$ cat config.mk
export PLATFORM = sky130hd
export DESIGN_NAME = mmio_csr_top
export DESIGN_NICKNAME = d
export VERILOG_FILES = /design/src/verilog/mmio_pkg.sv /design/src/verilog/mmio_csr_top.sv /design/src/verilog/csr_read_mux.sv /design/src/verilog/feature_header_block.sv /design/src/verilog/mmio_read_control.sv /design/src/verilog/mmio_write_capture.sv
export SDC_FILE = /design/constraint.sdc
export NUM_CORES = 2
export LEC_CHECK = 0
export BUFFER_PORTS_ARGS = -buffer_cell sky130_fd_sc_hd__buf_2
export CAP_MARGIN = 20
export CORE_AREA = 2 2 465 467
export CTS_CLUSTER_SIZE = 10
export DETAILED_ROUTE_END_ITERATION = 7
export DIE_AREA = 0 0 467 469
export GPL_ROUTABILITY_DRIVEN = 0
export HOLD_SLACK_MARGIN = 0.06
export PLACE_DENSITY_LB_ADDON = 0.12
export SLEW_MARGIN = 10
export SYNTH_ARGS = -nofsm -noshare
export SYNTH_HDL_FRONTEND = slang
export SYNTH_HIERARCHICAL = 1
export SYNTH_SLANG_ARGS = --single-unit
$ cat constraint.sdc
create_clock -name clk -period 3.2 [get_ports clk]
set_clock_uncertainty 0.15 [all_clocks]
set_input_delay 0.48 -clock clk [delete_from_list [all_inputs] [get_ports clk]]
set_output_delay 0.48 -clock clk [all_outputs]
set_load 0.005 [all_outputs]
$ cat src/verilog/mmio_pkg.sv
// ==================================================
// Shared types and constants for the MMIO CSR responder
// Channel payload structs, the 512-bit data union and the read map
// ==================================================
`default_nettype none

package mmio_pkg;

    // Basic field types of the MMIO bus
    typedef logic [31:0] mmio_addr_t;
    typedef logic [3:0]  mmio_id_t;
    typedef logic [0:0]  mmio_user_t;

    // Index of a 64-bit register, taken from byte address bits 14:3
    typedef logic [11:0] csr_idx_t;

    // One bus data word, seen whole or as eight 64-bit lanes
    typedef union packed {
        logic [511:0]     flat;
        logic [7:0][63:0] lanes;
    } mmio_data_u;

    // Write and read address channels carry the same payload
    typedef struct packed {
        mmio_addr_t addr;
        mmio_id_t   id;
        mmio_user_t user;
    } mmio_aw_t;

    typedef mmio_aw_t mmio_ar_t;

    // Write data with one strobe per byte lane
    typedef struct packed {
        mmio_data_u  data;
        logic [63:0] strb;
    } mmio_w_t;

    typedef struct packed {
        mmio_id_t   id;
        mmio_user_t user;
    } mmio_b_t;

    typedef struct packed {
        mmio_id_t   id;
        mmio_user_t user;
        mmio_data_u data;
    } mmio_r_t;

    // ==================================================
    // Device identity and status constants
    // ==================================================
    localparam logic [127:0] AFU_ID = 128'h5f2c_8e31_a4d7_4b09_9c63_e1b8_27f4_0d5a;
    localparam logic [15:0]  PCLK_FREQ_MHZ = 16'd250;
    // Code 3 marks a 512-bit read/write bus
    localparam logic [1:0]   BUS_WIDTH_CODE = 2'd3;
    // Code 1 marks an AXI-style MMIO interface
    localparam logic [3:0]   IF_KIND_CODE = 4'd1;
    // Feature type written into the device feature header
    localparam logic [3:0]   DFH_TYPE_AFU = 4'h1;

    // Each read map group covers sixteen indices from its base
    localparam csr_idx_t CSR_IDX_HDR_BASE   = 12'h000;
    localparam csr_idx_t CSR_IDX_STATUS     = 12'h010;
    localparam csr_idx_t CSR_IDX_WR64_DATA  = 12'h020;
    localparam csr_idx_t CSR_IDX_WR64_INFO  = 12'h030;
    localparam csr_idx_t CSR_IDX_WR512_DATA = 12'h040;
    localparam csr_idx_t CSR_IDX_WR512_INFO = 12'h050;

endpackage

`default_nettype wire
$ cat src/verilog/mmio_csr_top.sv
// ==================================================
// Top level of the MMIO CSR responder
// Joins the read control with the write capture and read datapath
// ==================================================
`timescale 1ns/1ns
`default_nettype none

module mmio_csr_top
(
    input  wire logic                clk,
    input  wire logic                reset_n,
    input  wire logic                aw_valid,
    input  wire mmio_pkg::mmio_aw_t   aw,
    output logic                     aw_ready,
    input  wire logic                w_valid,
    input  wire mmio_pkg::mmio_w_t    w,
    output logic                     w_ready,
    output logic                     b_valid,
    output mmio_pkg::mmio_b_t        b,
    input  wire logic                b_ready,
    input  wire logic                ar_valid,
    input  wire mmio_pkg::mmio_ar_t   ar,
    output logic                     ar_ready,
    output logic                     r_valid,
    output mmio_pkg::mmio_r_t        r,
    input  wire logic                r_ready
);

    import mmio_pkg::*;

    // Held read request and its register index
    mmio_ar_t   rd_req;
    csr_idx_t   rd_idx;
    // Header word and last completed write state
    mmio_data_u hdr;
    mmio_aw_t   wr_aw;
    mmio_w_t    wr_w;

    mmio_read_control u_read_control (
        .clk      (clk),
        .reset_n  (reset_n),
        .ar_valid (ar_valid),
        .ar       (ar),
        .ar_ready (ar_ready),
        .rd_req   (rd_req),
        .rd_idx   (rd_idx),
        .r_valid  (r_valid),
        .r_ready  (r_ready)
    );

    mmio_write_capture u_write_capture (
        .clk      (clk),
        .reset_n  (reset_n),
        .aw_valid (aw_valid),
        .aw       (aw),
        .aw_ready (aw_ready),
        .w_valid  (w_valid),
        .w        (w),
        .w_ready  (w_ready),
        .b_valid  (b_valid),
        .b        (b),
        .b_ready  (b_ready),
        .wr_aw    (wr_aw),
        .wr_w     (wr_w)
    );

    feature_header_block u_feature_header (
        .clk    (clk),
        .rd_req (rd_req),
        .hdr    (hdr)
    );

    csr_read_mux u_read_mux (
        .clk    (clk),
        .rd_idx (rd_idx),
        .rd_req (rd_req),
        .hdr    (hdr),
        .wr_aw  (wr_aw),
        .wr_w   (wr_w),
        .r      (r)
    );

endmodule

`default_nettype wire

$ cat src/verilog/csr_read_mux.sv
// ==================================================
// Read data selection for the CSR responder
// Decodes the register index and registers the read response
// ==================================================
`timescale 1ns/1ns
`default_nettype none

module csr_read_mux
(
    input  wire logic                clk,
    input  wire mmio_pkg::csr_idx_t   rd_idx,
    input  wire mmio_pkg::mmio_ar_t   rd_req,
    input  wire mmio_pkg::mmio_data_u hdr,
    input  wire mmio_pkg::mmio_aw_t   wr_aw,
    input  wire mmio_pkg::mmio_w_t    wr_w,
    output mmio_pkg::mmio_r_t        r
);

    import mmio_pkg::*;

    logic [63:0] status_word;
    logic [7:0]  strb_byte;
    mmio_data_u  sel_data;

    // True when the index lies in the sixteen-entry group starting at base
    function automatic logic in_group(input csr_idx_t idx, input csr_idx_t base);
        return idx[11:4] == base[11:4];
    endfunction

    // Status word with clock frequency, bus width and interface kind
    assign status_word = {32'h0, PCLK_FREQ_MHZ, BUS_WIDTH_CODE, 10'h0, IF_KIND_CODE};

    // Strobes of the 64-bit lane addressed by the last write
    assign strb_byte = wr_w.strb[{wr_aw.addr[5:3], 3'b000} +: 8];

    // ==================================================
    // Index decode
    // ==================================================
    always_comb
    begin
        sel_data = '0;

        if (in_group(rd_idx, CSR_IDX_HDR_BASE))
        begin
            sel_data = hdr;
        end
        else if (rd_idx == CSR_IDX_STATUS)
        begin
            sel_data.lanes[0] = status_word;
        end
        else if (rd_idx == CSR_IDX_WR64_DATA || in_group(rd_idx, CSR_IDX_WR512_DATA))
        begin
            // Same stored word whether read as one 64-bit register or eight
            sel_data = wr_w.data;
        end
        else if (in_group(rd_idx, CSR_IDX_WR64_INFO))
        begin
            sel_data.lanes[0] = {32'h0, wr_aw.addr};
            sel_data.lanes[1] = {56'h0, strb_byte};
        end
        else if (in_group(rd_idx, CSR_IDX_WR512_INFO))
        begin
            sel_data.lanes[0] = {32'h0, wr_aw.addr};
            sel_data.lanes[1] = wr_w.strb;
        end
    end

    // The held request is steady, so r stays steady while the host stalls
    always_ff @(posedge clk)
    begin
        r.id   <= rd_req.id;
        r.user <= rd_req.user;
        r.data <= sel_data;
    end

endmodule

`default_nettype wire

$ cat src/verilog/feature_header_block.sv
// ==================================================
// Device feature header word for the CSR responder
// Rebuilt every cycle so it is ready by the second read stage
// ==================================================
`timescale 1ns/1ns
`default_nettype none

module feature_header_block
(
    input  wire logic              clk,
    input  wire mmio_pkg::mmio_ar_t rd_req,
    output mmio_pkg::mmio_data_u   hdr
);

    import mmio_pkg::*;

    mmio_data_u hdr_d;

    always_comb
    begin
        hdr_d = '0;

        // This unit is the only entry of the feature list
        hdr_d.lanes[0][63:60] = DFH_TYPE_AFU;
        // End of list flag
        hdr_d.lanes[0][40] = 1'b1;

        // Unit identifier, low half first
        hdr_d.lanes[1] = AFU_ID[63:0];
        hdr_d.lanes[2] = AFU_ID[127:64];

        // Byte address of the read in both halves, so a 32-bit reader sees it in either
        hdr_d.lanes[7] = {rd_req.addr, rd_req.addr};
    end

    always_ff @(posedge clk)
    begin
        hdr <= hdr_d;
    end

endmodule

`default_nettype wire

$ cat src/verilog/mmio_read_control.sv
// ==================================================
// Read control of the CSR responder
// Holds one read, sequences the two-cycle answer and retires on handshake
// ==================================================
`timescale 1ns/1ns
`default_nettype none

module mmio_read_control
(
    input  wire logic               clk,
    input  wire logic               reset_n,
    input  wire logic               ar_valid,
    input  wire mmio_pkg::mmio_ar_t  ar,
    output logic                    ar_ready,
    output mmio_pkg::mmio_ar_t      rd_req,
    output mmio_pkg::csr_idx_t      rd_idx,
    output logic                    r_valid,
    input  wire logic               r_ready
);

    import mmio_pkg::*;

    // A request is held from acceptance until its response is taken
    logic ar_held;
    // Request stage, one cycle behind the held flag
    logic req_q;
    logic rd_accept;
    logic rd_retire;

    assign ar_ready  = !ar_held;
    assign rd_accept = ar_valid && ar_ready;
    assign rd_retire = r_valid && r_ready;

    // ==================================================
    // Control sequence
    // ==================================================
    always_ff @(posedge clk)
    begin
        if (!reset_n || rd_retire)
        begin
            ar_held <= 1'b0;
            req_q   <= 1'b0;
            r_valid <= 1'b0;
        end
        else
        begin
            if (rd_accept)
            begin
                ar_held <= 1'b1;
            end
            // Stage one registers the index, stage two registers the data
            req_q   <= ar_held;
            r_valid <= req_q;
        end
    end

    // ==================================================
    // Request payload
    // ==================================================
    always_ff @(posedge clk)
    begin
        if (rd_accept)
        begin
            rd_req <= ar;
        end
        // Byte address becomes a 64-bit register index
        rd_idx <= rd_req.addr[3 +: $bits(csr_idx_t)];
    end

endmodule

`default_nettype wire

$ cat src/verilog/mmio_write_capture.sv
// ==================================================
// Write path of the CSR responder
// Captures address and data separately and answers once both are held
// ==================================================
`timescale 1ns/1ns
`default_nettype none

module mmio_write_capture
(
    input  wire logic              clk,
    input  wire logic              reset_n,
    input  wire logic              aw_valid,
    input  wire mmio_pkg::mmio_aw_t aw,
    output logic                   aw_ready,
    input  wire logic              w_valid,
    input  wire mmio_pkg::mmio_w_t  w,
    output logic                   w_ready,
    output logic                   b_valid,
    output mmio_pkg::mmio_b_t      b,
    input  wire logic              b_ready,
    output mmio_pkg::mmio_aw_t     wr_aw,
    output mmio_pkg::mmio_w_t      wr_w
);

    // Flags telling whether each channel has a payload waiting
    logic aw_held;
    logic w_held;
    logic wr_done;

    // A write retires once both halves are present and the host can take the response
    assign wr_done = aw_held && w_held && b_ready;

    // Each channel stalls while its own payload is still waiting
    assign aw_ready = !aw_held;
    assign w_ready  = !w_held;

    // Response follows the id and user of the held address
    assign b_valid = wr_done;
    assign b.id    = wr_aw.id;
    assign b.user  = wr_aw.user;

    always_ff @(posedge clk)
    begin
        if (!reset_n)
        begin
            aw_held <= 1'b0;
            w_held  <= 1'b0;
            // Stored write state reads back as zero until the first write
            wr_aw   <= '0;
            wr_w    <= '0;
        end
        else
        begin
            if (aw_valid && aw_ready)
            begin
                aw_held <= 1'b1;
                wr_aw   <= aw;
            end
            if (w_valid && w_ready)
            begin
                w_held <= 1'b1;
                wr_w   <= w;
            end
            // Both ready signals are low here, so clearing cannot race a capture
            if (wr_done)
            begin
                aw_held <= 1'b0;
                w_held  <= 1'b0;
            end
        end
    end

endmodule

`default_nettype wire

After elaboration in Yosys (flattened, before gate mapping)
Cells that the tools add are included.
- equal/unequal tests: 5
- divide/modulo/power cells: 0
- $add $sub $neg: 0
- multiplexer cells: 7
- multipliers: 0
- shift operators: 1
- magnitude comparators: 0
- reduce and logical (&&, ||, !) cells: 16
- bitwise operators: 2
- operator list (operator ; number):
    $mux 512 ; 1
    $mux 448 ; 1
    $mux 128 ; 3
    $mux 384 ; 1
    $mux 64 ; 1
    $shiftx 64x7->8 ; 1
    $eq 8x3->1 const B ; 2
    $eq 12x5->1 const B ; 1
    $eq 12x6->1 const B ; 1
    $eq 8x2->1 const B ; 1
    $logic_not 8->1 ; 1
    $logic_and 1x1->1 ; 6
    $logic_not 1->1 ; 4
    $reduce_or 2->1 ; 2
    $reduce_or 3->1 ; 1
    $logic_or 1x1->1 ; 2
    $not 1->1 ; 2
- bits of input ports: 657
- memories kept: 0
- memory bits (read-only): 0
- output and inout bits: 527
- bits in latches: 0
- register bits: 1248
- RAM bits: 0

Depth between registers and ports, before layout
- depth after elaboration: 6
- depth in mapped cells: 8
- depth with buffers taken out: 4

Modules after synthesis
Netlist, hierarchy kept.
- by module, submodules not included (module ; times used ; area an instance (µm²) ; cells an instance):
    mmio_write_capture ; 1 ; 25140.4 ; 2673
    csr_read_mux ; 1 ; 16941.2 ; 1331
    feature_header_block ; 1 ; 4251.6 ; 514
    mmio_read_control ; 1 ; 1452.6 ; 58

Worst setup path before layout
Ideal clock, no wire load.
- kind: input to register
- start point: in ar_valid
- end point: reg u_read_control/rd_req[0] (netlist name)
- stages on the path: 1
- arrival: 2141 ps
- slack: 473 ps
- path buffers: 0
- path through: nor2b_1
- word-level cells in the longest chain between the ends: 1
- RTL lines (what ; RTL line ; text):
    start, declared ; mmio_csr_top.sv:21 ; input wire logic ar_valid,
    $logic_and 1x1->1 ; mmio_read_control.sv:31 ; assign rd_accept = ar_valid && ar_ready;
No other way between the ends.
A chain may end at the register's enable or synchronous reset.

Final worst setup path
- start point: reg u_write_capture.aw_held
- end point: out b_valid
- word-level cells in the longest chain between the ends: 2
- RTL lines (what ; RTL line ; text):
    start, declared ; mmio_write_capture.sv:26 ; logic aw_held;
    start signal, assigned ; mmio_write_capture.sv:46 ; aw_held <= 1'b0;
    start signal, assigned ; mmio_write_capture.sv:56 ; aw_held <= 1'b1;
    start signal, assigned ; mmio_write_capture.sv:67 ; aw_held <= 1'b0;
    $logic_and 1x1->1 (2 in a row) ; mmio_write_capture.sv:31 ; assign wr_done = aw_held && w_held && b_ready;
    end, declared ; mmio_csr_top.sv:18 ; output logic b_valid,
No other way between the ends.

==> results by stage <==
Drt:
- In this run the remaining antenna-violating nets after routing total 0.
- The detailed router put a total of 81300 um of wire on met1.
- After detailed routing, the met2 layer carries 86000 um of wire.
- Detailed routing placed a total of 12200 um of wire on met3.
- The iteration count of the initial detailed-routing pass is 5.
- The average wire length per cell after detail routing is 20.0 um.
- After detailed routing, the number of remaining DRC violations is 0.
- The final layout contains routed wiring with a total length of 186000 um.
- The detailed router used layers up to and including met5.
- In the routed layout, each cell is associated on average with a via count of 3.91.
- The total number of vias is 36400.
- The DRC marker count from the first detailed-route iteration is 1549.

Floorplanning:
- The die covers 219000 um^2.
- The area of the core is 214000 um^2.
- Measured along the x axis, the die boundary spans 467 um.
- The die height is 469 um.
- The floorplan row count is 170.
- The count of boundary I/O pins is 1184.
- The initial utilization of the core area, before any placement, comes to 22.3%.

Setup path:
- The launching element of the worst setup path is u_write_capture/aw_held$_SDFFE_PP0P_.
- The worst setup path is launched from a flop.
- The data arrival time of the worst path is 2.05 ns.
- The critical path ends at b_valid.
- The kind of capture point of the worst setup path is an output port.
- The worst reg2reg path endpoint is u_write_capture/wr_w[502]$_SDFFE_PN0P_.
- The classification of the worst setup path is flop to output port.
- The required time reported for the critical path endpoint is 2.57 ns.
- The launching point of the worst reg2reg path is u_write_capture/w_held$_SDFFE_PP0P_.
- The worst register-to-register path has a depth of 5.
- Along the worst path, the maximum fanout reaches 4.
- Across all register-to-register paths, the minimum setup slack is 0.61 ns.

Yosys:
- During synthesis, Yosys emitted a total of 6 warnings.
- The cell area that synthesis handed to floorplanning was 47700 um^2.
- The synthesized instance count is 4571.
- In this run the mean area of a mapped cell was 10.4 um^2.

Pwr:
- For this design the static power due to leakage is 29.8 nW.
- Of the total power, combinational logic draws 8.3%.
- The largest vdd supply drop is 516 uV.
- The switching share of power is 25.1%.
- The share of total power dissipated in the clock network is 47.0%.
- The total power divided by cell area is 552 nW/um^2.
- Internal power comes to 27.2 mW.
- The switching component of the power is 9.10 mW.
- Of the total power, registers draw 44.7%.

Timing:
- The final critical path takes up 83.9% of the cycle.
- The final number of hold-violating endpoints is 0.
- The total count of max-transition violations in the final report is 0.
- For this run, the top clock speed supported by timing is 372 MHz.
- The post-layout worst setup margin is 0.515 ns.
- Setup repair after global routing left no endpoint under its margin.
- The pin slew with the least headroom to its limit is 0.796 ns.
- The aggregate negative setup slack is 0 ns.
- The shortest clock period the worst path allows after layout is 2.68 ns.
- The setup-violating endpoint count in the final report is 0.
- The headroom to the max-slew limit is 45.5%.

Place:
- The number of port buffers is 1183.
- The post-place setup slack is 0.591 ns.
- The standard cell area after detailed placement is 54000 um^2.
- Once detailed placement completed, the half-perimeter wirelength came to 135000 um.

Clocking:
- The CTS H-tree depth is 4.
- The CTS tree is built.
- In this run, CTS created clock tree buffers numbering 154.
- The clock-pin slew of the registers on the worst-case setup and hold paths is 0.06 ns.
- The clock latency of the later-clocked register in the worst-skew pair is 0.83 ns.
- The number of clock sinks seen by CTS is 1216.
- The worst-case clock buffer depth is 3.
- The root cell of the clock tree is clkbuf_16.
- The total setup buffers inserted after CTS is 0.

Layout:
- The total number of nets in the final design is 6987.
- Counting the fill cells in the layout gives 22400.
- The finished layout cell area is 65800 um^2.
- The area added between synthesis and finish is 37.8%.
- The post-route netlist has 23.8% of its cells at a drive strength greater than 1.

Flow run:
- Across the run, the number of max-cap violations was 0.

GRT:
- Across every metal layer, demand over resource in global routing totals 16.3%.
- The number of global-route vias before repair is 37000.
- The global-route congestion overflow total is 0.
- The number of antenna violations at the first check in global routing is 47.
- The largest net degree at the start of global routing is 109.
- The wire length of the first global-routing pass is 262000 um.

Status:
- The run finished with clean final reports.

Hold path:
- The path class of the tightest hold or removal check is flop to flop.
## cell type report
type	instances	area (um^2)	area share [%]
clock buffers	231	4430	6.73
inverters	4	15.0	0.0228
repair buffers	1972	14100	21.5
well taps	2838	3550	5.40
clock inverters	30	442	0.671
diodes	29	72.6	0.110
flip-flops and latches	1216	24700	37.6
multi-input cells	2982	18400	28.0
## layer usage
layer / global-route usage [%] / up-vias
met5: 0 / -
met4: 5.83 / 40
met3: 4.93 / 286
met2: 26.6 / 993
met1: 20.1 / 17000
li1: - / 18100
## how the worst min path moves through the flow
| stage | slack [ns] | end | depth (start not counted) | start |
|---|---|---|---|---|
| global placement | 0.17 | u_feature_header/hdr[482]$_DFF_P_ | 0 | u_read_control/rd_req[7]$_DFFE_PP_ |
| detailed placement | 0.18 | u_feature_header/hdr[497]$_DFF_P_ | 0 | u_read_control/rd_req[22]$_DFFE_PP_ |
| global route | 0.15 | u_read_control/rd_req[33]$_DFFE_PP_ | 2 | ar[33] |
| finish | 0.17 | u_feature_header/hdr[509]$_DFF_P_ | 0 | u_read_control/rd_req[34]$_DFFE_PP_ |
| floorplan | 0.17 | u_feature_header/hdr[479]$_DFF_P_ | 0 | u_read_control/rd_req[36]$_DFFE_PP_ |
| CTS | 0.11 | u_read_control/rd_req[33]$_DFFE_PP_ | 2 | ar[33] |
## what timing repair did
action                    CTS  global route
hold endpoints to repair  655             0
hold buffers              678             0
resized for setup           0             0
## critical path, stage by stage, from the launching register on
cell and delay [ns]:
dfxtp_1 0.54, and3_1 0.50, buf_2 0.20
## sequential cells by signal (all words and copies together) (netlist names)
register,count
u_read_control/rd_req,37
u_write_capture/b,5
u_read_mux/r,517
u_read_control/rd_idx,12
u_write_capture/wr_w,576
u_write_capture/wr_aw,32
u_read_control/ar_held,1
u_write_capture/w_held,1
u_feature_header/hdr,32
u_read_control/r_valid,1
u_read_control/req_q,1
u_write_capture/aw_held,1
## power by group through the flow
stage	registers, mW	logic, mW	clock network [mW]
finish	16.2	3.03	17.1
global route	16.3	3.33	18.3
CTS	16.2	3.08	17.8
detailed placement	16.6	2.33	0
global placement	16.6	2.30	0
floorplan	16.4	2.02	0
## placed cells by master (no fill, tap or decap), drive strengths merged, types with 2 or more instances in the layout
cell type and instances:
a221o 86, clkbuf 231, buf 1294, bufinv 3
clkinv 17, mux2i 622, nor2 35, a2111oi 9
dfxtp 1179, nand2 1237, a22o 422, nor2b 3
and2 82, clkinvlp 3, a22oi 2, conb 448
dlygate4sd3 678, mux4 16, diode 29, nor3 2
inv 11, o21ai 3, edfxtp 37, or3 2
## stage by stage
step,std cells,hold WS (ns),total power [mW],utilization [%]
2_1_floorplan,5017,0.173,18.4,-
3_3_place_gp,8332,0.174,18.9,25.3
3_5_place_dp,8333,0.178,18.9,25.3
4_1_cts,9272,0.112,37.1,30.7
5_1_grt,9292,0.153,38.0,30.8
6_report,9302,0.173,36.3,30.8
No activity file was read; power rests on OpenSTA's default activity.
